## config.mk

```make
export PLATFORM = sky130hd
export DESIGN_NAME = rename_iq_top
export DESIGN_NICKNAME = d
export VERILOG_FILES = /design/src/logic/rename_pkg.sv /design/src/logic/iq_rename_line.sv /design/src/logic/issue_queue.sv /design/src/logic/issue_select.sv /design/src/logic/preg_free_list.sv /design/src/logic/rename_iq_top.sv
export SDC_FILE = /design/constraint.sdc
export NUM_CORES = 2
export LEC_CHECK = 0
export ABC_AREA = 1
export ABC_CLOCK_PERIOD_IN_PS = 5600
export BUFFER_PORTS_ARGS = -buffer_cell sky130_fd_sc_hd__buf_2
export CAP_MARGIN = 20
export CORE_MARGIN = 4
export CORE_UTILIZATION = 40
export CTS_CLUSTER_SIZE = 16
export DETAILED_ROUTE_END_ITERATION = 10
export GPL_ROUTABILITY_DRIVEN = 0
export PLACE_DENSITY_LB_ADDON = 0.2
export SYNTH_ARGS = -nofsm -noshare
export SYNTH_HDL_FRONTEND = slang
export SYNTH_SLANG_ARGS = --single-unit
```

## constraint.sdc

```tcl
create_clock -name clk -period 5.6 [get_ports clk]
set_input_delay 0.84 -clock clk [delete_from_list [all_inputs] [get_ports clk]]
set_output_delay 0.84 -clock clk [all_outputs]
set_load 0.02 [all_outputs]
```

## src/logic/rename_pkg.sv

```systemverilog
package rename_pkg;

  ////////////////////////////////////////////////////////////////////////////
  // sizes
  ////////////////////////////////////////////////////////////////////////////

  // architectural register file seen by the core
  parameter int NUM_LREG = 16;
  // physical register file behind the rename map
  parameter int NUM_PREG = 64;
  parameter int PREG_W   = 6;
  parameter int LREG_W   = 4;

  ////////////////////////////////////////////////////////////////////////////
  // types
  ////////////////////////////////////////////////////////////////////////////

  // one logical register mapping, ready bit on top
  typedef struct packed {
    logic              rdy;
    logic [PREG_W-1:0] preg;
  } map_entry_t;

  // full map, entry 0 sits in the low bits
  typedef map_entry_t [NUM_LREG-1:0] rename_map_t;

  // dispatched instruction, payload is opcode plus immediate and not decoded here
  typedef struct packed {
    logic              valid;
    logic              dst_vld;
    logic [LREG_W-1:0] ldst;
    logic              src1_vld;
    logic [LREG_W-1:0] lsrc1;
    logic              src2_vld;
    logic [LREG_W-1:0] lsrc2;
    logic [15:0]       payload;
  } instr_t;

  // one queue line
  // dst_rdy follows the line as it moves toward the head
  typedef struct packed {
    instr_t            ins;
    logic              dst_rdy;
    logic [PREG_W-1:0] pdst;
    logic [PREG_W-1:0] stale;
  } iq_line_t;

  // packet leaving the queue
  typedef struct packed {
    logic              valid;
    logic [15:0]       payload;
    logic [PREG_W-1:0] pdst;
    logic              dst_vld;
    logic [PREG_W-1:0] psrc1;
    logic [PREG_W-1:0] psrc2;
    logic [PREG_W-1:0] stale;
  } issue_t;

  // completion from outside, free_vld says whether stale goes back to the free list
  typedef struct packed {
    logic              valid;
    logic [PREG_W-1:0] preg;
    logic              free_vld;
    logic [PREG_W-1:0] stale;
  } wb_t;

  // true when a writeback completes the given physical register
  function automatic logic wb_hit(wb_t wb, logic [PREG_W-1:0] preg);
    return wb.valid && (wb.preg == preg);
  endfunction

endpackage

```

## src/logic/iq_rename_line.sv

```systemverilog
`timescale 1ns/1ps

module iq_rename_line (
  input  logic                    clk,
  input  logic                    rst_n,
  input  logic                    load_i,
  input  rename_pkg::iq_line_t    line_i,
  input  rename_pkg::rename_map_t map_i,
  input  rename_pkg::wb_t         wb_i,
  output rename_pkg::rename_map_t map_o,
  output rename_pkg::map_entry_t  psrc1_o,
  output rename_pkg::map_entry_t  psrc2_o,
  output rename_pkg::iq_line_t    line_o
);

  import rename_pkg::*;

  // tag returned for a source that is not read
  localparam map_entry_t READY_ENTRY = '{rdy: 1'b1, preg: '0};

  logic     valid_q;
  iq_line_t data_q;
  logic     dst_rdy_q;
  logic     dst_rdy_d;
  // line owns a destination mapping
  logic     writes_q;
  logic     writes_in;

  assign writes_q  = valid_q && data_q.ins.dst_vld;
  assign writes_in = line_i.ins.valid && line_i.ins.dst_vld;

  ////////////////////////////////////////////////////////////////////////////
  // line storage
  ////////////////////////////////////////////////////////////////////////////

  // valid bit is control, the rest is payload
  always_ff @(posedge clk or negedge rst_n)
  begin
    if (!rst_n)
      valid_q <= 1'b0;
    else if (load_i)
      valid_q <= line_i.ins.valid;
  end

  always_ff @(posedge clk)
  begin
    if (load_i)
      data_q <= line_i;
  end

  // destination ready
  // fresh dispatch comes in cleared, a shifted line keeps what it had
  // a writeback on the load edge still counts for the incoming line
  always_comb
  begin
    if (load_i)
      dst_rdy_d = !writes_in || line_i.dst_rdy || wb_hit(wb_i, line_i.pdst);
    else
      dst_rdy_d = !writes_q || dst_rdy_q || wb_hit(wb_i, data_q.pdst);
  end

  // empty line holds the flop set so nothing behind it waits
  always_ff @(posedge clk or negedge rst_n)
  begin
    if (!rst_n)
      dst_rdy_q <= 1'b1;
    else
      dst_rdy_q <= dst_rdy_d;
  end

  ////////////////////////////////////////////////////////////////////////////
  // source rename, combinational from the older mapping
  ////////////////////////////////////////////////////////////////////////////

  // unused source or empty line reads as ready
  assign psrc1_o = (valid_q && data_q.ins.src1_vld) ? map_i[data_q.ins.lsrc1] : READY_ENTRY;
  assign psrc2_o = (valid_q && data_q.ins.src2_vld) ? map_i[data_q.ins.lsrc2] : READY_ENTRY;

  // younger lines see this destination in place of the older one
  always_comb
  begin
    map_o = map_i;
    if (writes_q)
      map_o[data_q.ins.ldst] = '{rdy: dst_rdy_q, preg: data_q.pdst};
  end

  // stored line with the live control bits folded back in
  always_comb
  begin
    line_o           = data_q;
    line_o.ins.valid = valid_q;
    line_o.dst_rdy   = dst_rdy_q;
  end

endmodule

```

## src/logic/issue_queue.sv

```systemverilog
`timescale 1ns/1ps

module issue_queue #(
  parameter int IQ_DEPTH = 4
) (
  input  logic                          clk,
  input  logic                          rst_n,
  input  rename_pkg::instr_t            dispatch_i,
  input  logic [rename_pkg::PREG_W-1:0] alloc_preg_i,
  input  logic                          free_not_empty_i,
  output logic                          alloc_take_o,
  output logic                          dispatch_ready_o,
  input  rename_pkg::wb_t               wb_i,
  input  logic                          issue_take_i,
  output logic                          head_ready_o,
  output rename_pkg::iq_line_t          head_line_o,
  output rename_pkg::map_entry_t        head_psrc1_o,
  output rename_pkg::map_entry_t        head_psrc2_o
);

  import rename_pkg::*;

  localparam int CNT_W = $clog2(IQ_DEPTH + 1);

  rename_map_t         commit_map_q;
  // map seen by each line, last one is the newest mapping
  rename_map_t         map_chain [IQ_DEPTH+1];
  // one extra empty line shifts in above the tail
  iq_line_t            line_out  [IQ_DEPTH+1];
  iq_line_t            line_in   [IQ_DEPTH];
  map_entry_t          psrc1     [IQ_DEPTH];
  map_entry_t          psrc2     [IQ_DEPTH];
  logic [IQ_DEPTH-1:0] load;
  logic [CNT_W-1:0]    count_q;
  logic [CNT_W-1:0]    tail_idx;
  logic                accept;
  iq_line_t            new_line;

  // set ready on every entry the writeback completes
  function automatic rename_map_t apply_wb(rename_map_t map, wb_t wb);
    rename_map_t res;
    res = map;
    for (int i = 0; i < NUM_LREG; i++)
    begin
      if (wb_hit(wb, map[i].preg))
        res[i].rdy = 1'b1;
    end
    return res;
  endfunction

  ////////////////////////////////////////////////////////////////////////////
  // dispatch side
  ////////////////////////////////////////////////////////////////////////////

  assign dispatch_ready_o = (count_q < CNT_W'(IQ_DEPTH)) &&
                            (!dispatch_i.dst_vld || free_not_empty_i);
  assign accept       = dispatch_i.valid && dispatch_ready_o;
  assign alloc_take_o = accept && dispatch_i.dst_vld;

  // empty lines pass the map through, so the chain end is the tail's view
  always_comb
  begin
    new_line.ins     = dispatch_i;
    new_line.dst_rdy = 1'b0;
    new_line.pdst    = dispatch_i.dst_vld ? alloc_preg_i : '0;
    new_line.stale   = map_chain[IQ_DEPTH][dispatch_i.ldst].preg;
  end

  // tail moves down one slot when the head leaves on the same edge
  assign tail_idx = issue_take_i ? count_q - 1'b1 : count_q;

  // issue shifts every line, otherwise only the tail slot is written
  always_comb
  begin
    for (int k = 0; k < IQ_DEPTH; k++)
    begin
      load[k]    = 1'b0;
      line_in[k] = new_line;
      if (issue_take_i)
      begin
        load[k] = 1'b1;
        if (!(accept && (CNT_W'(k) == tail_idx)))
          line_in[k] = line_out[k+1];
      end
      else if (accept && (CNT_W'(k) == count_q))
      begin
        load[k] = 1'b1;
      end
    end
  end

  ////////////////////////////////////////////////////////////////////////////
  // occupancy and committed map
  ////////////////////////////////////////////////////////////////////////////

  always_ff @(posedge clk or negedge rst_n)
  begin
    if (!rst_n)
    begin
      count_q <= '0;
      // identity map, everything ready
      for (int i = 0; i < NUM_LREG; i++)
        commit_map_q[i] <= '{rdy: 1'b1, preg: PREG_W'(i)};
    end
    else
    begin
      count_q <= count_q + CNT_W'(accept) - CNT_W'(issue_take_i);
      // leaving head hands its mapping to the committed map
      commit_map_q <= apply_wb(issue_take_i ? map_chain[1] : commit_map_q, wb_i);
    end
  end

  ////////////////////////////////////////////////////////////////////////////
  // line chain
  ////////////////////////////////////////////////////////////////////////////

  assign map_chain[0]       = commit_map_q;
  assign line_out[IQ_DEPTH] = '0;

  for (genvar k = 0; k < IQ_DEPTH; k++)
  begin : g_line
    iq_rename_line u_line (
      .clk     (clk),
      .rst_n   (rst_n),
      .load_i  (load[k]),
      .line_i  (line_in[k]),
      .map_i   (map_chain[k]),
      .wb_i    (wb_i),
      .map_o   (map_chain[k+1]),
      .psrc1_o (psrc1[k]),
      .psrc2_o (psrc2[k]),
      .line_o  (line_out[k])
    );
  end

  // only the head may leave
  assign head_line_o  = line_out[0];
  assign head_psrc1_o = psrc1[0];
  assign head_psrc2_o = psrc2[0];
  assign head_ready_o = psrc1[0].rdy && psrc2[0].rdy;

endmodule

```

## src/logic/issue_select.sv

```systemverilog
`timescale 1ns/1ps

module issue_select (
  input  logic                   clk,
  input  logic                   rst_n,
  input  logic                   head_ready_i,
  input  rename_pkg::iq_line_t   head_line_i,
  input  rename_pkg::map_entry_t head_psrc1_i,
  input  rename_pkg::map_entry_t head_psrc2_i,
  output logic                   issue_take_o,
  output rename_pkg::issue_t     issue_o
);

  import rename_pkg::*;

  logic   valid_q;
  issue_t pkt_q;
  issue_t pkt_d;

  ////////////////////////////////////////////////////////////////////////////
  // take decision
  ////////////////////////////////////////////////////////////////////////////

  // empty head reads ready, so the valid bit gates it
  // the queue shifts on this edge, next cycle shows a new head
  assign issue_take_o = head_line_i.ins.valid && head_ready_i;

  // packet built from the head line and its renamed sources
  always_comb
  begin
    pkt_d.valid   = 1'b1;
    pkt_d.payload = head_line_i.ins.payload;
    pkt_d.pdst    = head_line_i.pdst;
    pkt_d.dst_vld = head_line_i.ins.dst_vld;
    pkt_d.psrc1   = head_psrc1_i.preg;
    pkt_d.psrc2   = head_psrc2_i.preg;
    pkt_d.stale   = head_line_i.stale;
  end

  ////////////////////////////////////////////////////////////////////////////
  // issue register
  ////////////////////////////////////////////////////////////////////////////

  // valid is a one-cycle pulse
  always_ff @(posedge clk or negedge rst_n)
  begin
    if (!rst_n)
      valid_q <= 1'b0;
    else
      valid_q <= issue_take_o;
  end

  always_ff @(posedge clk)
  begin
    if (issue_take_o)
      pkt_q <= pkt_d;
  end

  always_comb
  begin
    issue_o       = pkt_q;
    issue_o.valid = valid_q;
  end

endmodule

```

## src/logic/preg_free_list.sv

```systemverilog
`timescale 1ns/1ps

module preg_free_list (
  input  logic                          clk,
  input  logic                          rst_n,
  input  logic                          alloc_take_i,
  output logic [rename_pkg::PREG_W-1:0] alloc_preg_o,
  output logic                          not_empty_o,
  input  rename_pkg::wb_t               wb_i
);

  import rename_pkg::*;

  localparam int PTR_W = $clog2(NUM_PREG);
  localparam int CNT_W = PTR_W + 1;

  // storage for free indices, one slot per physical register
  logic [PREG_W-1:0] fifo_mem [NUM_PREG];
  logic [PTR_W-1:0]  rd_ptr;
  logic [PTR_W-1:0]  wr_ptr;
  logic [CNT_W-1:0]  count;
  logic              pop;
  logic              push;

  ////////////////////////////////////////////////////////////////////////////
  // pop and push strobes
  ////////////////////////////////////////////////////////////////////////////

  // dispatch only takes a register when one is there
  assign pop  = alloc_take_i && not_empty_o;
  // stale register comes back on the writeback cycle
  assign push = wb_i.valid && wb_i.free_vld;

  // oldest free index is always at the read pointer
  assign alloc_preg_o = fifo_mem[rd_ptr];
  assign not_empty_o  = (count != '0);

  ////////////////////////////////////////////////////////////////////////////
  // circular buffer
  ////////////////////////////////////////////////////////////////////////////

  always_ff @(posedge clk or negedge rst_n)
  begin
    if (!rst_n)
    begin
      // registers 0..15 are held by the reset map
      // slots 0..47 then hold 16..63, the rest is past the write pointer
      for (int i = 0; i < NUM_PREG; i++)
      begin
        fifo_mem[i] <= PREG_W'(i + NUM_LREG);
      end
      rd_ptr <= '0;
      wr_ptr <= PTR_W'(NUM_PREG - NUM_LREG);
      count  <= CNT_W'(NUM_PREG - NUM_LREG);
    end
    else
    begin
      if (push)
      begin
        fifo_mem[wr_ptr] <= wb_i.stale;
        // pointer wraps on its own, depth is a power of two
        wr_ptr           <= wr_ptr + 1'b1;
      end
      if (pop)
      begin
        rd_ptr <= rd_ptr + 1'b1;
      end
      // both at once leaves the count alone
      count <= count + CNT_W'(push) - CNT_W'(pop);
    end
  end

endmodule

```

## src/logic/rename_iq_top.sv

```systemverilog
`timescale 1ns/1ps

module rename_iq_top #(
  parameter int IQ_DEPTH = 4
) (
  input  logic               clk,
  input  logic               rst_n,
  input  rename_pkg::instr_t dispatch_i,
  output logic               dispatch_ready_o,
  input  rename_pkg::wb_t    wb_i,
  output rename_pkg::issue_t issue_o
);

  import rename_pkg::*;

  // free list to queue
  logic [PREG_W-1:0] alloc_preg;
  logic              free_not_empty;
  logic              alloc_take;
  // queue to selector and back
  logic              head_ready;
  logic              issue_take;
  iq_line_t          head_line;
  map_entry_t        head_psrc1;
  map_entry_t        head_psrc2;

  ////////////////////////////////////////////////////////////////////////////
  // producer, buffer, consumer
  ////////////////////////////////////////////////////////////////////////////

  // writeback releases the stale register here
  preg_free_list u_free_list (
    .clk          (clk),
    .rst_n        (rst_n),
    .alloc_take_i (alloc_take),
    .alloc_preg_o (alloc_preg),
    .not_empty_o  (free_not_empty),
    .wb_i         (wb_i)
  );

  // same writeback sets ready bits across the queue
  issue_queue #(
    .IQ_DEPTH (IQ_DEPTH)
  ) u_queue (
    .clk              (clk),
    .rst_n            (rst_n),
    .dispatch_i       (dispatch_i),
    .alloc_preg_i     (alloc_preg),
    .free_not_empty_i (free_not_empty),
    .alloc_take_o     (alloc_take),
    .dispatch_ready_o (dispatch_ready_o),
    .wb_i             (wb_i),
    .issue_take_i     (issue_take),
    .head_ready_o     (head_ready),
    .head_line_o      (head_line),
    .head_psrc1_o     (head_psrc1),
    .head_psrc2_o     (head_psrc2)
  );

  issue_select u_select (
    .clk          (clk),
    .rst_n        (rst_n),
    .head_ready_i (head_ready),
    .head_line_i  (head_line),
    .head_psrc1_i (head_psrc1),
    .head_psrc2_i (head_psrc2),
    .issue_take_o (issue_take),
    .issue_o      (issue_o)
  );

endmodule

```

---- Word level (Yosys, flattened, before mapping) ----
Cells that the tools add are included.
operators by class
  add/subtract/negate cells ............... 7
  magnitude comparators ................... 15
  equality and inequality tests ........... 30
  mux-type cells .......................... 69
  bitwise gates (word level) .............. 2
  reductions and logical operators ........ 99
operator list
  kind                                                                           count
  112-bit two-way mux                                                            5
  112-bit bitwise mux                                                            4
  384-bit bitwise mux                                                            1
  45-bit two-way mux                                                             8
  6-bit equality test                                                            24
  7-bit demux with 4-bit select                                                  4
  7-bit binary-select mux with 4-bit select                                      3
  7-bit two-way mux                                                              8
  1-bit logical AND                                                              54
  6-bit binary-select mux with 6-bit select                                      1
  6-bit demux with 6-bit select                                                  1
  4-bit by 5-bit less-than comparator with 1-bit output (second input constant)  7
  2-bit nonzero test                                                             16
  6-bit two-way mux                                                              5
  1-bit two-way mux                                                              28
  1-bit logical OR                                                               17
  4-bit by 1-bit >= comparator with 1-bit output (second input constant)         4
  7-bit >= comparator (second input constant)                                    2
  6-bit inverter with 7-bit output                                               2
  6-bit by 1-bit adder with 6-bit output (second input constant)                 2
  2-bit by 3-bit equality test with 1-bit output (first input constant)          4
  1-bit zero test                                                                9
  7-bit by 1-bit adder with 7-bit output                                         1
  7-bit by 1-bit less-than comparator with 1-bit output (second input constant)  1
  other kinds (9)                                                                11
storage, ports and cells
  register bits after elaboration ......... 740
  input bits .............................. 48
  output and inout bits ................... 43
  word-level logic and storage cells ...... 373

---- Longest topological paths before layout ----
  depth in word-level cells ............... 21
  gate-level depth with buffers ........... 27
  gate-level depth less buffers ........... 22

---- Modules after synthesis ----
From an unflattened synthesis, not the netlist that was laid out.
second synthesis, totals
  cells, all modules ...................... 8017
  area total of the unflattened synthesis .. 52695.5 um2
modules (own cells, without submodules)
  module                                          times used  cells an instance  area an instance (um2)  seq. area each (um2)
  preg_free_list                                  1           2505               19492.4                 10329.9
  iq_rename_line at u_queue.g_line[1].u_line ...  2           956                5509.0                  1342.5
  issue_queue                                     1           1632               9763.1                  2937.8
  iq_rename_line at u_queue.g_line[0].u_line      1           962                5647.9                  1342.5
  iq_rename_line at u_queue.g_line[3].u_line      1           961                5502.8                  1342.5
  issue_select                                    1           45                 1271.2                  1256.2

---- Worst setup path after synthesis ----
Ideal clock, no wire load.
  path kind ............................... input -> register
  start ................................... input dispatch_i[30] (netlist bit)
  end ..................................... register u_queue.g_line[1].u_line.dst_rdy_q
  setup time .............................. 0.093 ns
  arrival ................................. 5.213 ns
  required time ........................... 5.507 ns
  slack ................................... 0.294 ns
  stages .................................. 10
  path buffers ............................ 0
  path through ............................ nand4_1 nand2_1 inv_1 nand2_1 o21ai_0 o21ai_0 inv_1 nand2_1 nor2_1 nor2_1
on the way
  longest elaborated chain between the ends .. 12
  elaborated cells between the ends (all ways) .. 18
  classes of those cells .................. 1 x eq/ne; 6 x mux; 11 x reduce/logical
ends and longest elaborated chain
  item                                                        line                  RTL
  start: declaration                                          rename_iq_top.sv:8    input rename_pkg::instr_t dispatch_i,
  1-bit zero test (*)                                         issue_queue.sv:56     (!dispatch_i.dst_vld || free_not_empty_i);
  1-bit logical OR (*)                                        issue_queue.sv:56
  1-bit logical AND (*)                                       issue_queue.sv:55     assign dispatch_ready_o = (count_q < CNT_W'(IQ_DEPTH)) &&
  named net dispatch_ready_o                                  rename_iq_top.sv:9    output logic dispatch_ready_o,
  1-bit logical AND (*)                                       issue_queue.sv:57     assign accept = dispatch_i.valid && dispatch_ready_o;
  branches (longest 7 deep; another with 45-bit two-way mux)  -
  1-bit two-way mux (*)                                       iq_rename_line.sv:56  if (load_i)
  named net u_queue.g_line[1].u_line.dst_rdy_d                iq_rename_line.sv:24  logic dst_rdy_d;
  end signal: assignment                                      iq_rename_line.sv:68  dst_rdy_q <= dst_rdy_d;
  end: declaration                                            iq_rename_line.sv:23  logic dst_rdy_q;
Mark *: on every way through the listed nets, which the timed path passes.
A chain may end at the register's enable or synchronous reset.

==> metrics.txt <==
critical path arrival 4600 ps; RSZ-0062 raised after global routing no; sequential area share after synthesis 48.8%; sequential share of power 35.4%; layout cell share with drive strength beyond 1 11.7%; Pins Over Slew Limit 0; Syn Nets 5,231; design area 44,700 um2; post-CTS setup buffer count 0; placed inst area 42,000 um2; # nets final 5,076; final setup violation count 0; Core Box Area 101,000 um2; I/O pin count 91; critical path endpoint category flip-flop; Fin. Hold Viols 0; initial antenna violation count 3; Hold Slack 210 ps; Comb pwr share 45.1%; later-pin clock latency in the skew report 660 ps; # Max-Cap Violations 0; hold buffer count at CTS 0; worst hold path class input pin to async pin; CTS-repair resized insts 0; Startpoint Class flip-flop; total track usage 27.4%; Critical Path RT 5850 ps; number of synthesized register bits 740; Synth async-reset ratio 71.2%; Slowest-stage cell, CP o21ai_0; largest family of logic cells by synthesized area compound AO/OA/AOI/OAI gates; Synth Area in XOR/XNOR 1.14%; Detailed Routing Iterations Pass 1 6; skew final 39.3 ps; status complete, no violations; Worst slew margin 18.7%; Compound-Gate Fraction of Synth Area 22.2%; number of synthesized flops with an enable pin 213; clock buffer depth 3; vias per std cell 5.80; Die ar. 107,000 um2; vias in the first global route 34,400; CTS root buf clkbuf_16; Worst Tran Pin Value 1210 ps; post-route clock period utilization 77.5%; pin count of the biggest net entering global routing 203; mapped cell area 40,800 um2; WL/cell 23.4 um; critical path class flip-flop to flip-flop; Mapped Avg Cell Area 7.90 um2; Sw Share 46.5%; Final Critical Period 4340 ps; PD cells 640 nW/um2; Overflow after GRT 0; WL final 151 mm; Fill cells 10,100; VDD IR max 0.538 mV; routed via count 37,300; clock buffer count from CTS 82; Leak 0.0183 uW; DRC 0; Synth Area in Adders 0.681%; mux contribution to synthesized area 0.417%; die height 327 um; Worst Path Max Fanout 44; CP peak stage delay 940 ps; global-route wire length before repair 225 mm; clk sink count 740; top_reg_cell synth dfrtp_1; CP Cell Sequence inv_2 -> nand2_1 -> nand3_1 -> nand3_1 -> nand2_1 -> nand2_1 -> nand3_2 -> nand3_4 -> inv_4 -> ha_1 -> inv_1 -> nor2_1 -> nand3_2 -> nand2_4 -> inv_2 -> o21ai_0; Peak Freq 0.230 GHz; H-tree Lvls 3; Area Overhead vs Synth 9.57%; HPWL after DPL 98.9 mm; clock transition at the registers of the reported paths 60 ps; part of the power in the clock network 19.5%; YS warnings 0; IO buf count 90; Critical R2R Launch u_queue.g_line[0].u_line.line_o[29]; post-route ant nets 0; setup_tns 0 ps; P_sw 13,300 uW; Most Frequent Cell on Critical Path nand2_1; Die Wd 327 um; Worst Setup SP u_queue.g_line[0].u_line.line_o[29]; TritonCTS clock tree built; Starting Density 40.6%; drt initial violations 4,864; flop2flop setup slack 1260 ps; row cnt 116; synth unique cells 51; Design Power 28,600 uW; post-synthesis simple-gate area fraction 19.4%; Power Internal 15,300 uW; post-synthesis cell count 5,162
## worst max-delay path, delay by kind of cell (launching register included)
| family | cells | cell delay (ps) |
|---|---|---|
| buffers and inverters | 4 | 990 |
| AOI/OAI and AO/OA | 1 | 940 |
| and+or+nand+nor | 10 | 1360 |
| adders and majority gates | 1 | 180 |
| DFF | 1 | 450 |
## state kept, by name (all words and copies together) (netlist names)
| name | count |
|---|---|
| u_free_list.count | 7 |
| u_queue.g_line.u_line.dst_rdy_q | 4 |
| u_select.issue_o | 41 |
| u_free_list.fifo_mem | 384 |
| u_free_list.wr_ptr | 6 |
| u_queue.g_line.u_line.line_o | 172 |
| u_queue.count_q | 3 |
| u_queue.g_line.u_line.valid_q | 4 |
| u_free_list.rd_ptr | 6 |
| u_select.valid_q | 1 |
| u_queue.commit_map_q | 112 |
## placed cells by master (no fill, tap or decap), types with 89 or more instances in the layout
master,n
a21oi_1,167
dfstp_2,248
buf_2,89
nor2_1,378
nand3_1,299
nand2_1,1196
dfrtp_1,277
inv_1,316
o211ai_1,148
o21ai_0,1025
edfxtp_1,213
## power groups by stage
stage / registers, uW / clock network [uW] / logic [uW]
after detailed placement: 10100 / 0 / 12700
after global routing: 10300 / 5910 / 14200
after floorplan: 9620 / 0 / 8660
final: 10100 / 5580 / 12900
after global placement: 10100 / 0 / 12500
after CTS: 10000 / 5700 / 12700
## kinds of logic (layout without fill, tap and decap cells)
group | Yosys count | after routing
AO/OA/AOI/OAI | 1632 | 1632
XOR/XNOR | 53 | 53
adder cells (fa/ha/maj) | 21 | 21
buffers and inverters | 746 | 656
flip-flops | 740 | 740
multiplexers | 17 | 17
other | 0 | 1
AND/OR/NAND/NOR | 1953 | 1953
## cell type report
class / count / area, um2 / share of cell area [%]
Antenna cell: 1 / 2.50 / 0.00560
Clock buffer: 124 / 2390 / 5.35
Clock inverter: 25 / 348 / 0.778
Inverter: 346 / 1310 / 2.92
Multi-Input combinational cell: 3676 / 18000 / 40.2
Sequential cell: 740 / 19900 / 44.5
Tap cell: 1357 / 1700 / 3.80
Timing Repair Buffer: 161 / 1080 / 2.42
## through the flow
step                      utilization (%)  cells  setup WS [ps]
after floorplan                         -   5162            294
after global placement               41.7   6279           1400
after detailed placement             41.7   6279           1330
after CTS                            44.4   6428           1380
after global routing                 44.4   6430           1110
final                                44.4   6430           1260
## cells in the mapped netlist, types with 19 or more instances
library cell | n | area, um2
nand3_1 | 299 | 1500
buf_2 | 58 | 290
a31oi_1 | 36 | 225
dfstp_2 | 248 | 6520
edfxtp_1 | 213 | 6400
nor2_1 | 379 | 1420
o21ai_1 | 72 | 360
o21ai_0 | 1029 | 5150
clkbuf_1 | 297 | 1110
o211ai_1 | 148 | 1110
a21oi_1 | 167 | 836
nor3_1 | 28 | 140
inv_1 | 318 | 1190
dfrtp_1 | 279 | 6980
xor2_1 | 47 | 412
o22ai_1 | 66 | 413
buf_4 | 20 | 150
o221ai_1 | 57 | 499
nand2_1 | 1196 | 4490
ha_1 | 19 | 238
## layer usage
metal	GRT usage, %	part of all wire [%]	up-vias
li1	-	-	17300
met1	37.0	41	17700
met2	41.0	43	1825
met3	6.70	9.9	446
met4	13.9	5.9	2
met5	0	0.0086	-
## final timing paths
kind / end / cells past startpoint
max in group asynchronous: u_queue.commit_map_q[65] / 2
worst min-delay path: u_free_list.fifo_mem[139] / 1
worst min register to register: u_select.issue_o[40] / 0
min in group clk: u_select.issue_o[40] / 0
worst max register to register: u_queue.g_line[0].u_line.line_o[30] / 16
worst max-delay path: u_queue.g_line[0].u_line.line_o[30] / 16
Note: power is estimated with default switching activity, not from simulation.
